## config.mk

```make
export PLATFORM = sky130hd
export DESIGN_NAME = tl_ul_monitor
export DESIGN_NICKNAME = d
export VERILOG_FILES = /design/src/source/tl_mon_pkg.sv /design/src/source/tl_a_if.sv /design/src/source/tl_d_if.sv /design/src/source/tl_a_checker.sv /design/src/source/tl_pending_table.sv /design/src/source/tl_d_checker.sv /design/src/source/tl_ul_monitor.sv
export VERILOG_INCLUDE_DIRS = /design/src /design/src/source
export SDC_FILE = /design/constraint.sdc
export NUM_CORES = 1
export LEC_CHECK = 0
export BUFFER_PORTS_ARGS = -buffer_cell sky130_fd_sc_hd__buf_2
export CAP_MARGIN = 15
export CORE_ASPECT_RATIO = 1.5
export CORE_MARGIN = 2
export CORE_UTILIZATION = 46
export DETAILED_ROUTE_END_ITERATION = 8
export PLACE_DENSITY_LB_ADDON = 0.1
export SYNTH_ARGS = -nofsm -noshare
export SYNTH_HDL_FRONTEND = slang
export SYNTH_HIERARCHICAL = 1
export SYNTH_SLANG_ARGS = --single-unit
```

## constraint.sdc

```tcl
create_clock -name clk_i -period 3 [get_ports clk_i]
set_input_delay 0 -clock clk_i [delete_from_list [all_inputs] [get_ports clk_i]]
set_output_delay 0 -clock clk_i [all_outputs]
set_load 0.02 [all_outputs]
```

## src/source/tl_mon_config.svh

```systemverilog
//////////////////////////////
// TL-UL monitor configuration.
// Bus widths and the largest legal transfer size.
//////////////////////////////

`ifndef TL_MON_CONFIG_SVH
`define TL_MON_CONFIG_SVH

// Data bus width in bits.
`define TL_DATA_WIDTH 32

// One mask bit per byte lane.
`define TL_MASK_WIDTH (`TL_DATA_WIDTH / 8)

// Address width in bits.
`define TL_ADDR_WIDTH 32

// Source ID width, one pending entry per ID.
`define TL_SOURCE_WIDTH 3

// Size field holds log2 of the byte count.
`define TL_SIZE_WIDTH 2

// Largest legal size, equal to the bus width in TL-UL.
`define TL_MAX_SIZE 2

`endif

```

## src/source/tl_mon_pkg.sv

```systemverilog
//////////////////////////////
// TL-UL monitor types.
// Opcodes, violation bits and pending entries.
//////////////////////////////

`include "tl_mon_config.svh"

package tl_mon_pkg;

  // A channel request opcodes.
  // Encodings 2, 3, 5, 6 and 7 are not TL-UL requests.
  typedef enum logic [2:0] {
    PutFullData    = 3'h0,
    PutPartialData = 3'h1,
    Get            = 3'h4
  } tl_a_op_e;

  // D channel response opcodes.
  typedef enum logic [2:0] {
    AccessAck     = 3'h0,
    AccessAckData = 3'h1
  } tl_d_op_e;

  //////////////////////////////
  // Violation reporting
  //////////////////////////////

  // Bit positions in the violation vector.
  // A channel rules first, then D channel rules.
  typedef enum int unsigned {
    A_OPCODE         = 0,
    A_PARAM          = 1,
    A_SIZE           = 2,
    A_MASK           = 3,
    A_ALIGN          = 4,
    A_CORRUPT        = 5,
    A_SOURCE_BUSY    = 6,
    D_OPCODE         = 7,
    D_NO_REQ         = 8,
    D_MISMATCH       = 9,
    D_PARAM          = 10,
    D_DENIED_CORRUPT = 11
  } viol_idx_e;

  // Number of rules in the vector.
  localparam int unsigned ViolCount = 12;

  // One flag per rule, indexed by viol_idx_e.
  typedef logic [ViolCount-1:0] viol_vec_t;

  //////////////////////////////
  // Outstanding requests
  //////////////////////////////

  // What a response is checked against.
  typedef struct packed {
    logic                      pend;
    tl_a_op_e                  opcode;
    logic [`TL_SIZE_WIDTH-1:0] size;
  } pend_entry_t;

endpackage

```

## src/source/tl_a_if.sv

```systemverilog
//////////////////////////////
// TL-UL A channel beat bundle.
//////////////////////////////

`timescale 1ns/1ps

`include "tl_mon_config.svh"

interface tl_a_if;

  logic                        valid;
  logic                        ready;
  logic [2:0]                  opcode;
  logic [2:0]                  param;
  logic [`TL_SIZE_WIDTH-1:0]   size;
  logic [`TL_SOURCE_WIDTH-1:0] source;
  logic [`TL_ADDR_WIDTH-1:0]   address;
  logic [`TL_MASK_WIDTH-1:0]   mask;
  logic                        corrupt;

  // Beat accepted at this edge.
  // Every consumer takes the handshake from here.
  logic fire;

  assign fire = valid & ready;

  // Filled from the observed port.
  modport mon (output valid, ready, opcode, param, size, source, address, mask, corrupt);

  // Read side for checkers and the table.
  modport rx (input valid, ready, opcode, param, size, source, address, mask, corrupt, fire);

endinterface

```

## src/source/tl_d_if.sv

```systemverilog
//////////////////////////////
// TL-UL D channel beat bundle.
//////////////////////////////

`timescale 1ns/1ps

`include "tl_mon_config.svh"

interface tl_d_if;

  logic                        valid;
  logic                        ready;
  logic [2:0]                  opcode;
  logic [1:0]                  param;
  logic [`TL_SIZE_WIDTH-1:0]   size;
  logic [`TL_SOURCE_WIDTH-1:0] source;
  logic                        denied;
  logic                        corrupt;

  // Response accepted at this edge.
  logic fire;

  assign fire = valid & ready;

  // Filled from the observed port.
  modport mon (output valid, ready, opcode, param, size, source, denied, corrupt);

  // Read side for the checker and the table.
  modport rx (input valid, ready, opcode, param, size, source, denied, corrupt, fire);

endinterface

```

## src/source/tl_a_checker.sv

```systemverilog
//////////////////////////////
// TL-UL A channel checker.
// Field legality of each accepted request beat.
//////////////////////////////

`timescale 1ns/1ps

`include "tl_mon_config.svh"

module tl_a_checker (
  tl_a_if.rx                    a,
  output tl_mon_pkg::viol_vec_t a_viol
);

  localparam int unsigned MaskW = `TL_MASK_WIDTH;
  localparam int unsigned OffW  = $clog2(MaskW);
  // Wide enough for 2**size at the largest encodable size.
  localparam int unsigned LenW  = 1 << `TL_SIZE_WIDTH;
  // Lane window before truncation, largest length plus largest offset.
  localparam int unsigned WinW  = (1 << (LenW - 1)) + MaskW;

  logic                      op_legal;
  logic [LenW-1:0]           size_bytes;
  logic [LenW-1:0]           mask_cnt;
  logic                      mask_contig;
  logic [`TL_ADDR_WIDTH-1:0] addr_low;
  logic [WinW-1:0]           window_wide;
  logic [MaskW-1:0]          window;

  assign op_legal = a.opcode inside {tl_mon_pkg::PutFullData, tl_mon_pkg::PutPartialData,
                                     tl_mon_pkg::Get};

  // Bytes covered by the request.
  assign size_bytes = LenW'(1) << a.size;
  assign mask_cnt   = LenW'($countones(a.mask));

  // At most one rising and one falling edge across the lanes.
  assign mask_contig = $countones(a.mask ^ {a.mask[MaskW-2:0], 1'b0}) <= 2;

  // Address bits below the transfer size.
  assign addr_low = a.address & `TL_ADDR_WIDTH'(size_bytes - LenW'(1));

  // Lanes the transfer may touch, starting at the byte offset.
  assign window_wide = ((WinW'(1) << size_bytes) - WinW'(1)) << a.address[OffW-1:0];
  assign window      = window_wide[MaskW-1:0];

  always_comb begin
    a_viol = '0;
    if (a.fire) begin
      if (!op_legal) begin
        // Content rules depend on the opcode, so report only this one.
        a_viol[tl_mon_pkg::A_OPCODE] = 1'b1;
      end else begin
        a_viol[tl_mon_pkg::A_PARAM] = (a.param != '0);
        a_viol[tl_mon_pkg::A_SIZE]  = (a.size > `TL_SIZE_WIDTH'(`TL_MAX_SIZE));

        // Count limit, exact count for full puts, no gaps for Get and full puts.
        a_viol[tl_mon_pkg::A_MASK] =
            (mask_cnt > size_bytes) ||
            ((a.opcode == tl_mon_pkg::PutFullData) && (mask_cnt != size_bytes)) ||
            ((a.opcode inside {tl_mon_pkg::Get, tl_mon_pkg::PutFullData}) && !mask_contig);

        // Misaligned address, or lanes outside the sized window.
        a_viol[tl_mon_pkg::A_ALIGN] = (addr_low != '0) || ((a.mask & ~window) != '0);

        // Get carries no payload that could be corrupt.
        a_viol[tl_mon_pkg::A_CORRUPT] = (a.opcode == tl_mon_pkg::Get) && a.corrupt;
      end
    end
  end

endmodule

```

## src/source/tl_pending_table.sv

```systemverilog
//////////////////////////////
// Outstanding request table.
// One entry per source ID, with the busy-source check.
//////////////////////////////

`timescale 1ns/1ps

`include "tl_mon_config.svh"

module tl_pending_table (
  input  logic                    clk_i,
  input  logic                    rst_ni,
  tl_a_if.rx                      a,
  tl_d_if.rx                      d,
  output tl_mon_pkg::pend_entry_t d_entry,
  output logic                    a_busy
);

  localparam int unsigned NumSrc = 1 << `TL_SOURCE_WIDTH;

  tl_mon_pkg::pend_entry_t entries_q [NumSrc];

  logic a_legal;
  logic d_legal;
  logic d_clear;
  logic same_src;
  logic a_write;

  assign a_legal = a.opcode inside {tl_mon_pkg::PutFullData, tl_mon_pkg::PutPartialData,
                                    tl_mon_pkg::Get};
  assign d_legal = d.opcode inside {tl_mon_pkg::AccessAck, tl_mon_pkg::AccessAckData};

  // Lookup for the D checker, state before this edge.
  assign d_entry = entries_q[d.source];

  // Responses with a bad opcode leave the table alone.
  assign d_clear  = d.fire && d_legal;
  assign same_src = (d.source == a.source);

  // A response retiring the same source frees it for this request.
  assign a_busy  = a.fire && a_legal && entries_q[a.source].pend && !(d_clear && same_src);
  assign a_write = a.fire && a_legal && !a_busy;

  //////////////////////////////
  // Entry update
  //////////////////////////////

  always_ff @(posedge clk_i or negedge rst_ni) begin
    if (!rst_ni) begin
      for (int i = 0; i < NumSrc; i++) begin
        entries_q[i] <= '0;
      end
    end else begin
      // Retire first.
      if (d_clear) begin
        entries_q[d.source].pend <= 1'b0;
      end
      // A new request wins over a retire on the same source.
      // A busy source keeps its first request.
      if (a_write) begin
        entries_q[a.source].pend   <= 1'b1;
        entries_q[a.source].opcode <= tl_mon_pkg::tl_a_op_e'(a.opcode);
        entries_q[a.source].size   <= a.size;
      end
    end
  end

endmodule

```

## src/source/tl_d_checker.sv

```systemverilog
//////////////////////////////
// TL-UL D channel checker.
// Response rules against the pending request.
//////////////////////////////

`timescale 1ns/1ps

module tl_d_checker (
  tl_d_if.rx                      d,
  input  tl_mon_pkg::pend_entry_t d_entry,
  output tl_mon_pkg::viol_vec_t   d_viol
);

  logic op_legal;
  logic is_ack;
  logic is_ack_data;
  logic req_is_put;
  logic req_is_get;
  logic op_mismatch;

  assign is_ack      = (d.opcode == tl_mon_pkg::AccessAck);
  assign is_ack_data = (d.opcode == tl_mon_pkg::AccessAckData);
  assign op_legal    = is_ack || is_ack_data;

  // Kind of the stored request.
  assign req_is_get = (d_entry.opcode == tl_mon_pkg::Get);
  assign req_is_put = d_entry.opcode inside {tl_mon_pkg::PutFullData,
                                             tl_mon_pkg::PutPartialData};

  // Data comes back only for Get, a plain ack only for puts.
  assign op_mismatch = (is_ack_data && !req_is_get) || (is_ack && !req_is_put);

  always_comb begin
    d_viol = '0;
    if (d.fire) begin
      if (!op_legal) begin
        d_viol[tl_mon_pkg::D_OPCODE] = 1'b1;
      end else begin
        if (!d_entry.pend) begin
          // Nothing to compare against.
          d_viol[tl_mon_pkg::D_NO_REQ] = 1'b1;
        end else begin
          d_viol[tl_mon_pkg::D_MISMATCH] = op_mismatch || (d.size != d_entry.size);
        end

        d_viol[tl_mon_pkg::D_PARAM] = (d.param != '0);

        // Plain ack has no payload to corrupt.
        // A denied read must mark its data corrupt.
        d_viol[tl_mon_pkg::D_DENIED_CORRUPT] = (is_ack && d.corrupt) ||
                                               (is_ack_data && d.denied && !d.corrupt);
      end
    end
  end

endmodule

```

## src/source/tl_ul_monitor.sv

```systemverilog
//////////////////////////////
// TL-UL passive port monitor.
// Registers rule violations one cycle after the beat.
//////////////////////////////

`timescale 1ns/1ps

`include "tl_mon_config.svh"

module tl_ul_monitor (
  input  logic                        clk_i,
  input  logic                        rst_ni,
  // A channel.
  input  logic                        a_valid,
  input  logic                        a_ready,
  input  logic [2:0]                  a_opcode,
  input  logic [2:0]                  a_param,
  input  logic [`TL_SIZE_WIDTH-1:0]   a_size,
  input  logic [`TL_SOURCE_WIDTH-1:0] a_source,
  input  logic [`TL_ADDR_WIDTH-1:0]   a_address,
  input  logic [`TL_MASK_WIDTH-1:0]   a_mask,
  input  logic                        a_corrupt,
  // D channel.
  input  logic                        d_valid,
  input  logic                        d_ready,
  input  logic [2:0]                  d_opcode,
  input  logic [1:0]                  d_param,
  input  logic [`TL_SIZE_WIDTH-1:0]   d_size,
  input  logic [`TL_SOURCE_WIDTH-1:0] d_source,
  input  logic                        d_denied,
  input  logic                        d_corrupt,
  // Report.
  output logic                        viol_valid,
  output tl_mon_pkg::viol_vec_t       viol_flags,
  output logic                        viol_sticky
);

  tl_a_if a_bus ();
  tl_d_if d_bus ();

  tl_mon_pkg::viol_vec_t   a_viol;
  tl_mon_pkg::viol_vec_t   d_viol;
  tl_mon_pkg::viol_vec_t   busy_vec;
  tl_mon_pkg::viol_vec_t   viol_d;
  tl_mon_pkg::pend_entry_t d_entry;
  logic                    a_busy;

  //////////////////////////////
  // Bundle wiring
  //////////////////////////////

  // Observed port into the bundles, nothing is driven back.
  assign a_bus.valid   = a_valid;
  assign a_bus.ready   = a_ready;
  assign a_bus.opcode  = a_opcode;
  assign a_bus.param   = a_param;
  assign a_bus.size    = a_size;
  assign a_bus.source  = a_source;
  assign a_bus.address = a_address;
  assign a_bus.mask    = a_mask;
  assign a_bus.corrupt = a_corrupt;

  assign d_bus.valid   = d_valid;
  assign d_bus.ready   = d_ready;
  assign d_bus.opcode  = d_opcode;
  assign d_bus.param   = d_param;
  assign d_bus.size    = d_size;
  assign d_bus.source  = d_source;
  assign d_bus.denied  = d_denied;
  assign d_bus.corrupt = d_corrupt;

  tl_a_checker tl_a_checker_inst (
    .a      (a_bus),
    .a_viol (a_viol)
  );

  tl_pending_table tl_pending_table_inst (
    .clk_i   (clk_i),
    .rst_ni  (rst_ni),
    .a       (a_bus),
    .d       (d_bus),
    .d_entry (d_entry),
    .a_busy  (a_busy)
  );

  tl_d_checker tl_d_checker_inst (
    .d       (d_bus),
    .d_entry (d_entry),
    .d_viol  (d_viol)
  );

  //////////////////////////////
  // Report register
  //////////////////////////////

  always_comb begin
    busy_vec = '0;
    busy_vec[tl_mon_pkg::A_SOURCE_BUSY] = a_busy;
  end

  // Both channels can flag in the same cycle.
  assign viol_d = a_viol | d_viol | busy_vec;

  always_ff @(posedge clk_i or negedge rst_ni) begin
    if (!rst_ni) begin
      viol_flags  <= '0;
      viol_sticky <= 1'b0;
    end else begin
      viol_flags  <= viol_d;
      // Rises together with the first viol_valid.
      viol_sticky <= viol_sticky | (|viol_d);
    end
  end

  // Follows the registered vector, no extra state.
  assign viol_valid = |viol_flags;

endmodule

```

Word level (Yosys, flattened, before mapping)
Cells that the tools add are included.

cells by class
  add/subtract/negate cells = 8
  $lt $le $gt $ge = 7
  equality and inequality tests = 8
  shift-type cells = 3
  muxes and demuxes = 28
  bitwise gates (word level) = 11
  reduce and logical (&&, ||, !) cells = 42

operators by type and width
  operator                                                    number
  bitwise mux 48 bit                                          4
  2-to-1 mux 48 bit                                           2
  demux 6 bit (select 3 bit)                                  4
  2-to-1 mux 6 bit                                            7
  binary-select mux 6 bit (select 3 bit)                      2
  adder 32 bit                                                1
  AND 32 bit                                                  1
  <= comparator 32 x 3 -> 1 bit, second input constant        1
  nonzero test 32 bit                                         1
  OR reduction 12 bit                                         2
  logical AND 1 bit                                           16
  2-to-1 mux 5 bit                                            3
  OR 12 x 7 -> 12 bit                                         1
  OR 6 x 12 -> 12 bit                                         1
  << shifter 1 x 4 -> 12 bit, first input constant            1
  << shifter 12 x 2 -> 4 bit                                  1
  subtractor 12 x 2 -> 12 bit, second input constant          1
  == test 3 x 1 -> 1 bit, second input constant               3
  zero test 3 bit                                             3
  adder 1 x 1 -> 2 bit                                        4
  >= comparator 4 bit, second input constant                  2
  less-than comparator 4 x 1 -> 1 bit, second input constant  2
  NOT 3 -> 4 bit                                              2
  nonzero test 2 bit                                          4
  other kinds (21)                                            38

storage, ports and cells
  register bits after elaboration = 61
  input port bits = 66
  output and inout bits = 14
  word-level logic and storage cells = 133

Depth between registers and ports, before layout
Gate-level depths: netlist of run 1.

  depth after elaboration = 17
  gate-level depth with buffers = 12
  gate-level depth less buffers = 11

Cells and area by module
The synthesis of run 1 kept the hierarchy.

by module, submodules not included
  module            times used  cells an instance  area each (sq um)  seq. area each (sq um)
  tl_pending_table  1           196                2386.0             1201.2
  tl_ul_monitor     1           38                 481.7              325.3
  tl_a_checker      1           61                 454.2              0.0
  tl_d_checker      1           24                 147.6              0.0

Least setup slack after synthesis of run 1
Ideal clock, no wire load.

  path type = input to register
  from = input port d_source[2]
  to = register viol_sticky
  setup time = 0.131 ns
  arrival time = 2.677 ns
  required time = 2.869 ns
  setup slack = 0.191 ns
  stages = 12
  buffers on the path = 3
  path through = clkbuf_1 -> clkbuf_1 -> clkbuf_1 -> mux4_2 -> nand2_1 -> nand2_1 -> xor2_1 -> nor3_1 -> a21oi_1 -> or2_1 -> or4_1 -> or3_1

RTL lines
  item                    RTL line              source
  start: declaration      tl_ul_monitor.sv:29   input logic [`TL_SOURCE_WIDTH-1:0] d_source,
  end signal: assignment  tl_ul_monitor.sv:111  viol_sticky <= viol_sticky | (|viol_d);
  end: declaration        tl_ul_monitor.sv:35   output logic viol_sticky

==> results of run 1 <==
## cells in the mapped netlist (all sizes together), types with 3 or more instances
| cell | n |
|---|---|
| xnor2 | 3 |
| o21a | 3 |
| clkbuf | 7 |
| a21oi | 8 |
| nand2 | 19 |
| nor2 | 17 |
| nand3 | 5 |
| and2 | 7 |
| and4 | 4 |
| inv | 9 |
| a22oi | 3 |
| mux2i | 6 |
| nor4 | 7 |
| xor2 | 3 |
| buf | 20 |
| nor3b | 3 |
| and3 | 3 |
| mux4 | 5 |
| nand4 | 3 |
| o21ai | 9 |
| o22ai | 3 |
| nand2b | 5 |
| ha | 9 |
| nor2b | 13 |
| or2 | 12 |
| mux2 | 38 |
| a221oi | 4 |
| dfrtp | 61 |
| nor3 | 4 |
| nand4b | 3 |
## cells by family (layout without fill, tap and decap cells)
kind of cell | after synthesis | in the layout | synth area share (%)
compound gates | 42 | 42 | 8.69
xor+xnor | 6 | 6 | 1.51
fa+ha+maj | 10 | 10 | 3.82
buf+inv | 36 | 84 | 5.66
flops | 61 | 61 | 44.0
mux | 49 | 49 | 17.3
other cells | 2 | 13 | 0.216
simple gates | 113 | 113 | 18.8
## routing by layer
metal	share of wire (%)	vias to the layer above	track usage, %
li1	-	1224	-
met1	41	1227	24.8
met2	53	63	36.2
met3	3.3	11	3.73
met4	2.5	0	10.1
met5	0	-	0
## sequential cells by signal (all words and copies together) (netlist names)
register                         flops
tl_pending_table_inst/entries_q     48
viol_sticky                          1
viol_flags                          12
## critical path, delay by kind of cell, from the launching register on
family                    cells  cell delay, ns
AOI/OAI and AO/OA             1            0.05
xor gates and xnor gates      1            0.15
buffers and inverters         1            0.15
DFF                           1            0.37
muxes                         1            0.47
and+or+nand+nor               6            1.36
## final cells by class
class	instances	share of cell area, %
Clock buffer	13	4.17
Timing Repair Buffer	59	7.90
Tap cell	100	3.09
Inverter	9	0.895
Multi-Input combinational cell	233	44.1
Clock inverter	3	2.22
Sequential cell	61	37.6
## power by group through the flow
stage | Sequential, mW | Combinational [mW] | Clock (mW)
final | 0.996 | 0.409 | 0.928
after global routing | 1.01 | 0.455 | 0.987
after CTS | 0.997 | 0.413 | 0.951
after global placement | 1.01 | 0.400 | 0
after floorplan | 1.00 | 0.285 | 0
after detailed placement | 1.01 | 0.409 | 0
## timing repair
item | in CTS | in global routing
gates resized for setup | 0 | 0
endpoints found under the hold margin | 25 | 0
hold buffers | 2 | 0
## worst max path at each step
stage                                            start     endpoint  slack [ns]  cells after the start
global route        tl_pending_table_inst/entries_q[1]  viol_sticky        0.19                     10
floorplan                                  d_source[2]  viol_sticky        0.19                     12
finish              tl_pending_table_inst/entries_q[1]  viol_sticky        0.32                     10
detailed placement                           a_mask[0]  viol_sticky        0.17                     12
global placement                             a_mask[0]  viol_sticky        0.25                     12
CTS                 tl_pending_table_inst/entries_q[1]  viol_sticky        0.32                     10
## per-stage QoR
step	instance area [um2]	setup WS, ns	utilization, %	hold WS, ns
after CTS	4060	0.321	55.7	0.00213
final	4060	0.323	55.7	0.0190
after floorplan	3510	0.191	-	-0.296
after detailed placement	3780	0.173	51.9	0.0208
after global placement	3780	0.246	51.9	0.0202
after global routing	4060	0.194	55.7	0.0437
==> impl_metrics.ini, run 1 <==
[run_status]
status = complete, no violations

[place]
dp.cells = 460
hpwl_um = 5750
portBuffers = 51
place_congestion = 0.852

[logic_synthesis]
synth_edf_count = 0
syn_inst = 319
synth.top_cells.by_area = dfrtp_1, mux2_2, ha_1, mux4_2, buf_4
synth_top_flop_cell = dfrtp_1
synth_area_per_cell_um2 = 10.9
ys_ff_latch = 61
yosysSeqAreaShare_pct = 44.0
yosys.area.top_type = dfrtp_1
yosysUniqueCellTypes = 58
synth_area_um2 = 3470
ys_async_sr_fraction_pct = 100
ys_warn_count = 6
yosysTopAreaCellShare_pct = 44.0

[final_layout]
final_nets = 449
multi_input_area_um2 = 1790
fillCellCount = 652
layout_commonest_cell = dfrtp_1
drive_gt1_share_pct = 34.9
syn_to_final_growth_pct = 16.9
regArea_um2 = 1530
n_antenna_cell = 0
mostFrequentLayoutCells = dfrtp_1, buf_2, mux2_2
fin_cells = 478

[hold_path]
min_from = d_param[0]
hold_depth = 4
min-delay-path-class = input pin to flip-flop
whs_endpoint = viol_flags[10]

[clocking]
clk_pin_slew_ns = 0.06
cts_made_buffers = 9
cts_buffer_depth = 2
root_buffer = clkbuf_8
cts_tree = yes
cts_setup_buffers = 0
clk_latency_ns = 0.34
cts.sinks = 61
htree_levels = 3

[timing]
finalMaxSlewViolations = 0
worstMarginPinSlew_ns = 0.629
hold_viol = 0
relSlewSlack_pct = 58.0
rsz0062_at_grt = false
fin_crit_sh_pct = 89.2
final.setup_skew_ns = 0.00867
fmax_ghz = 0.374
period_needed_ns = 2.68
finalSetupTns_ns = 0
setup_viol = 0

[floorplanning]
die_area_um2 = 8270
rows = 38
initial_utilization_pct = 47.7
die-width_um = 74.9
boundaryPins = 80
core-area_um2 = 7270
dieHeight_um = 110

[critical_path]
crit_chain = mux4_2, nand2_1, nand2_1, xor2_1, nor3_1, buf_4, a21oi_1, or2_1, or4_1, or3_1
reg2reg_from = tl_pending_table_inst/entries_q[1]
critPathKind = flip-flop to flip-flop
rr_endpoint = viol_sticky
startpoint_type = flip-flop
critPathSlowestCell = mux4_2
reg2reg_slack_ns = 0.32
slowest_delay_ns = 0.47
worstPathRequired_ns = 3.21
cp_max_fo = 2
end_kind = flip-flop
rr_worst_depth = 10
arrival_ns = 2.89
worst_path_most_repeated_cell = nand2_1

[power_and_ir_drop]
p_int_mw = 1.77
power_density_nw_per_um2 = 575
combPwrFrac_pct = 17.5
swShare_pct = 24.2
total_power_mw = 2.33
irDropWorstVdd_v = 0.000277
p_switching_mw = 0.565
seqPwrFrac_pct = 42.7
pwr-share-clk_pct = 39.8
p_leak_nw = 1.91

[detailed_routing]
vias = 2525
wl_per_cell_um = 16.4
drt-vias-per-instance = 5.28
first_iter_violations = 144
antenna_left = 0
wl_um = 7860
drcViolationCount = 0
dr.pass1.iters = 6

[grt]
grt_pass1_wl_um = 12400
grt_pass1_vias = 2480
overflow = 0
antenna_found_initial = 0
gr-usage-all-layers_pct = 21.0
grt_max_degree = 38

[job]
drv_cap = 0
Power figures use the tool's default switching activity.
==> run 2: changes to the inputs <==
--- a/config.mk
+++ b/config.mk
@@ -9,7 +9,7 @@
 export BUFFER_PORTS_ARGS = -buffer_cell sky130_fd_sc_hd__buf_2
 export CAP_MARGIN = 15
 export CORE_ASPECT_RATIO = 1.5
-export CORE_MARGIN = 2
+export CORE_MARGIN = 5
 export CORE_UTILIZATION = 46
 export DETAILED_ROUTE_END_ITERATION = 8
 export PLACE_DENSITY_LB_ADDON = 0.1
==> impl_metrics.ini, run 2 (synthesis gave the netlist of run 1 again) <==
[run_status]
status = complete, no violations

[critical_path]
startpoint_type = flip-flop
end_kind = flip-flop
reg2reg_slack_ns = 0.35
critPathKind = flip-flop to flip-flop
cp_max_fo = 2
arrival_ns = 2.88
worstPathRequired_ns = 3.23

[place]
placed_cell_area_um2 = 3780
hpwl_um = 5890
dp.cells = 461
portBuffers = 51
place_congestion = 0.801

[final_layout]
fillCellCount = 697
largestRegisters = tl_pending_table_inst/entries_q: 48 flops, viol_flags: 12 flops, viol_sticky: 1 flops
mostFrequentLayoutCells = dfrtp_1, buf_2, mux2_2
utilization_pct = 54.7
final_nets = 450
n_antenna_cell = 0
fin_area_um2 = 4010
top_register = tl_pending_table_inst/entries_q
drive_gt1_share_pct = 34.7
fin_cells = 478
largest_reg_flops = 48
layout_commonest_cell = dfrtp_1
syn_to_final_growth_pct = 15.5

[detailed_routing]
vias = 2550
first_iter_violations = 123
wl_um = 7940
dr.pass1.iters = 4
drcViolationCount = 0
wl_per_cell_um = 16.6
antenna_left = 0
drt-vias-per-instance = 5.33

[floorplanning]
boundaryPins = 80
die_area_um2 = 9420
initial_utilization_pct = 47.4
rows = 38
dieHeight_um = 116
die-width_um = 80.9
core-area_um2 = 7320

[power_and_ir_drop]
p_int_mw = 1.58
pwr-share-clk_pct = 34.0
p_leak_nw = 1.89
combPwrFrac_pct = 19.3
seqPwrFrac_pct = 46.7
power_density_nw_per_um2 = 532
irDropWorstVdd_v = 0.000300
swShare_pct = 26.1
p_switching_mw = 0.558

[hold_path]
min-delay-path-class = input pin to asynchronous set/reset pin

[timing]
setup_viol = 0
whs_ns = 0.0156
period_needed_ns = 2.65
hold_viol = 0
finalSetupTns_ns = 0
fmax_ghz = 0.377
rsz0062_at_grt = false
final.setup_skew_ns = 0.0119
finalMaxSlewViolations = 0
fin_crit_sh_pct = 88.4

[clocking]
cts_setup_buffers = 0
clk_latency_ns = 0.34
post_cts_resized = 0
cts_made_buffers = 9
cts_buffer_depth = 2
cts.sinks = 61
hold_buffers = 1
clk_pin_slew_ns = 0.07
root_buffer = clkbuf_8
cts_tree = yes
htree_levels = 3

[grt]
grt_max_degree = 48
gr-usage-all-layers_pct = 18.6
grt_pass1_wl_um = 13100
antenna_found_initial = 0
grt_pass1_vias = 2603
overflow = 0

[job]
drv_cap = 0
## run 2: path summary, 6_finish.rpt
| path | startpoint | endpoint | depth (start not counted) |
|---|---|---|---|
| worst max-delay path | tl_pending_table_inst/entries_q[1] | viol_sticky | 10 |
| worst min-delay path | rst_ni | tl_pending_table_inst/entries_q[27] | 2 |
| worst max register to register | tl_pending_table_inst/entries_q[1] | viol_sticky | 10 |
| worst min register to register | tl_pending_table_inst/entries_q[33] | tl_pending_table_inst/entries_q[33] | 1 |
| max in group asynchronous | rst_ni | tl_pending_table_inst/entries_q[20] | 4 |
| min in group clk_i | a_param[2] | viol_flags[1] | 4 |
## run 2: power by group through the flow
stage	sequential, mW	clock, mW	combinational (mW)
5_1_grt	1.01	0.779	0.460
4_1_cts	0.995	0.747	0.414
3_5_place_dp	1.01	0	0.412
3_3_place_gp	1.01	0	0.401
6_report	0.996	0.726	0.411
2_1_floorplan	1.00	0	0.285
## run 2: cell type report
class | instances | area, um2 | area share [%]
Multi-Input combinational cell | 233 | 1790 | 44.6
Sequential cell | 61 | 1530 | 38.1
Timing Repair Buffer | 60 | 338 | 8.43
Clock buffer | 14 | 163 | 4.06
Tap cell | 100 | 125 | 3.12
Inverter | 9 | 36.3 | 0.906
Clock inverter | 1 | 30.0 | 0.750
## run 2: critical path, stage by stage (launching register included)
cell and delay, ns:
dfrtp_1 0.37, mux4_2 0.47, nand2_1 0.08, nand2_1 0.06, xor2_1 0.15, nor3_1 0.18, buf_4 0.15, a21oi_1 0.05
or2_1 0.25, or4_1 0.46, or3_1 0.31
## run 2: layer usage
metal  wire length [um]  track usage, %
met1               3250            22.6
met2               4250            32.1
met3                285            3.16
met4                162            8.00
met5                  0               0
## run 2: metrics by stage
step / worst slack, ns / power (mW)
after floorplan: 0.191 / 1.29
after global placement: 0.182 / 1.41
after detailed placement: 0.121 / 1.42
after CTS: 0.337 / 2.16
after global routing: 0.142 / 2.25
final: 0.349 / 2.13
==> run 3: changes to the inputs <==
--- a/config.mk
+++ b/config.mk
@@ -13,7 +13,7 @@
 export CORE_UTILIZATION = 46
 export DETAILED_ROUTE_END_ITERATION = 8
 export PLACE_DENSITY_LB_ADDON = 0.1
+export SKIP_CTS_REPAIR_TIMING = 1
 export SYNTH_ARGS = -nofsm -noshare
 export SYNTH_HDL_FRONTEND = slang
-export SYNTH_HIERARCHICAL = 1
 export SYNTH_SLANG_ARGS = --single-unit
==> impl_metrics.ini, run 3 <==
[detailed_routing]
dr.pass1.iters = 4
drt-vias-per-instance = 5.46
wl_per_cell_um = 17.4
drcViolationCount = 0
antenna_left = 0
first_iter_violations = 91
vias = 2663
wl_um = 8510

[critical_path]
crit_buf_inv = 2
worstSetupStartpoint = a_opcode[1]
rr_worst_depth = 4
arrival_ns = 2.60
rr_endpoint = tl_pending_table_inst.entries_q[32]
end_kind = flip-flop
critPathKind = input pin to flip-flop
cp_max_fo = 8
reg2reg_slack_ns = 0.68
startpoint_type = input pin
crit_cells = 7
cp_top_family = simple AND/OR/NAND/NOR gates
reg2reg_from = tl_pending_table_inst.entries_q[35]
cp-endpoint = tl_pending_table_inst.entries_q[28]
critPathSlowestCell = or3b_1
worstPathRequired_ns = 3.21
crit_chain = dlygate4sd3_1, buf_2, a21oi_1, nor2b_1, nand2_1, or3b_1, mux2_4
slowest_delay_ns = 0.60

[logic_synthesis]
yosysMostFrequentCell = dfrtp_1
yosysSeqAreaShare_pct = 44.3
ys_warn_count = 0
yosysTopAreaCellShare_pct = 44.3
ys_async_sr_fraction_pct = 100
synth_edf_count = 0
yosys.area.top_type = dfrtp_1
synth.top_cells.by_area = dfrtp_1, mux2_2, mux4_2, mux2i_1, ha_1
syn_inst = 298
synth_top_flop_cell = dfrtp_1
yosysUniqueCellTypes = 60
synth.top_cells.by_count = dfrtp_1, mux2_2, nand2_1
synth_area_um2 = 3450
syn-num-nets = 373
ys_ff_latch = 61
synth_area_per_cell_um2 = 11.6

[final_layout]
largest_reg_flops = 48
mostFrequentLayoutCells = buf_2, dfrtp_1, mux2_2
fillCellCount = 642
final_nets = 457
syn_to_final_growth_pct = 21.6
layout_commonest_cell = buf_2
multi_input_area_um2 = 1750
largestRegisters = tl_pending_table_inst.entries_q: 48 flops, viol_flags: 12 flops, viol_sticky: 1 flops
drive_gt1_share_pct = 35.4
regArea_um2 = 1530
top_register = tl_pending_table_inst.entries_q

[clocking]
cts_tree = yes
cts.sinks = 61
root_buffer = clkbuf_8
cts_made_buffers = 9
htree_levels = 3
cts_buffer_depth = 2
clk_latency_ns = 0.33
clk_pin_slew_ns = 0.07

[floorplanning]
core-area_um2 = 7270
boundaryPins = 80
initial_utilization_pct = 47.4
rows = 38
dieHeight_um = 116
die-width_um = 80.7
die_area_um2 = 9360

[timing]
fin_crit_sh_pct = 79.7
worstMarginPinSlew_ns = 0.682
period_needed_ns = 2.39
fmax_ghz = 0.418
setup_viol = 0
relSlewSlack_pct = 53.4
final.setup_skew_ns = 0.00887
rsz0062_at_grt = false
hold_viol = 0
finalMaxSlewViolations = 0
finalSetupTns_ns = 0

[place]
portBuffers = 78
hpwl_um = 6080
place_congestion = 0.874

[grt]
grt_pass1_wl_um = 13700
overflow = 0
antenna_found_initial = 1
grt_pass1_vias = 2688
gr-usage-all-layers_pct = 19.6
grt_max_degree = 51

[power_and_ir_drop]
total_power_mw = 2.18
p_switching_mw = 0.563
seqPwrFrac_pct = 44.8
power_density_nw_per_um2 = 520
combPwrFrac_pct = 19.3
p_leak_nw = 2.03
irDropWorstVdd_v = 0.000265
swShare_pct = 25.8
p_int_mw = 1.62
pwr-share-clk_pct = 35.9

[job]
drv_cap = 0

[hold_path]
min-delay-path-class = input pin to flip-flop

[run_status]
status = complete, no violations
-- run 3: changes by cell type in the layout (fill, tap and decap cells not counted), sizes merged, moves of 5 or more --
cell         before  now
buf              59   80
nand2            19   13
conb             13    0
or2              12    0
nor4              7   12
nand2b            5   12
dlygate4sd3       1   13
nor2             17   12
mux2             38   33
-- run 3: power groups by stage --
stage                     clock [mW]  sequential, mW  combinational, mW
after floorplan                    0           0.979              0.290
after global placement             0           0.986              0.400
after detailed placement           0           0.991              0.411
after CTS                      0.800           0.976              0.413
after global routing           0.834           0.987              0.470
final                          0.783           0.977              0.421
-- run 3: stage by stage --
stage               util [%]  instances  hold slack [ns]  setup slack (ns)  cell area [um2]
floorplan                  -        298           -0.296             0.984             3450
global placement        52.7        457            0.239             0.666             3830
detailed placement      52.7        457            0.237             0.640             3830
CTS                     55.5        473           -0.121             0.660             4040
global route            57.6        488           0.0335             0.474             4190
finish                  57.6        488           0.0388             0.609             4190
-- run 3: layout make-up --
class | count | area share (%)
well taps | 100 | 2.98
flip-flops and latches | 61 | 36.4
inverters | 10 | 0.895
multi-input cells | 207 | 41.6
diodes | 1 | 0.0597
clock inverters | 4 | 1.73
clock buffers | 12 | 3.22
repair buffers | 93 | 13.1
-- run 3: how the worst min path moves through the flow --
stage	startpoint	end	slack, ns	depth (start not counted)
6_report	d_corrupt	viol_flags[11]	0.04	3
4_1_cts	a_opcode[1]	viol_flags[5]	-0.12	2
2_1_floorplan	rst_ni	tl_pending_table_inst.entries_q[0]	-0.30	0
5_1_grt	d_corrupt	viol_flags[11]	0.03	3
3_5_place_dp	a_opcode[1]	viol_flags[5]	0.24	2
3_3_place_gp	a_opcode[1]	viol_flags[5]	0.24	2
-- run 3: metal layers --
metal	vias up	routed length (um)	global-route usage, %
li1	1273	-	-
met1	1341	3620	24.4
met2	36	4540	33.5
met3	13	170	3.50
met4	0	179	7.55
met5	-	0	0
-- run 3: kinds of logic (layout without fill, tap and decap cells) --
| kind of cell | Yosys count | in the layout | share of synthesized area (%) |
|---|---|---|---|
| fa+ha+maj | 9 | 9 | 3.70 |
| xor+xnor | 8 | 8 | 2.03 |
| flops | 61 | 61 | 44.3 |
| other cells | 0 | 1 | 0 |
| compound gates | 47 | 47 | 9.83 |
| buf+inv | 30 | 119 | 5.12 |
| mux | 50 | 50 | 19.2 |
| simple gates | 93 | 93 | 15.9 |
-- run 3: worst min-delay path: cells and delay by family --
family | cells | cell delay, ns
AND/OR/NAND/NOR | 1 | 0.16
multiplexers | 1 | 0.08
buffers and inverters | 1 | 0.09
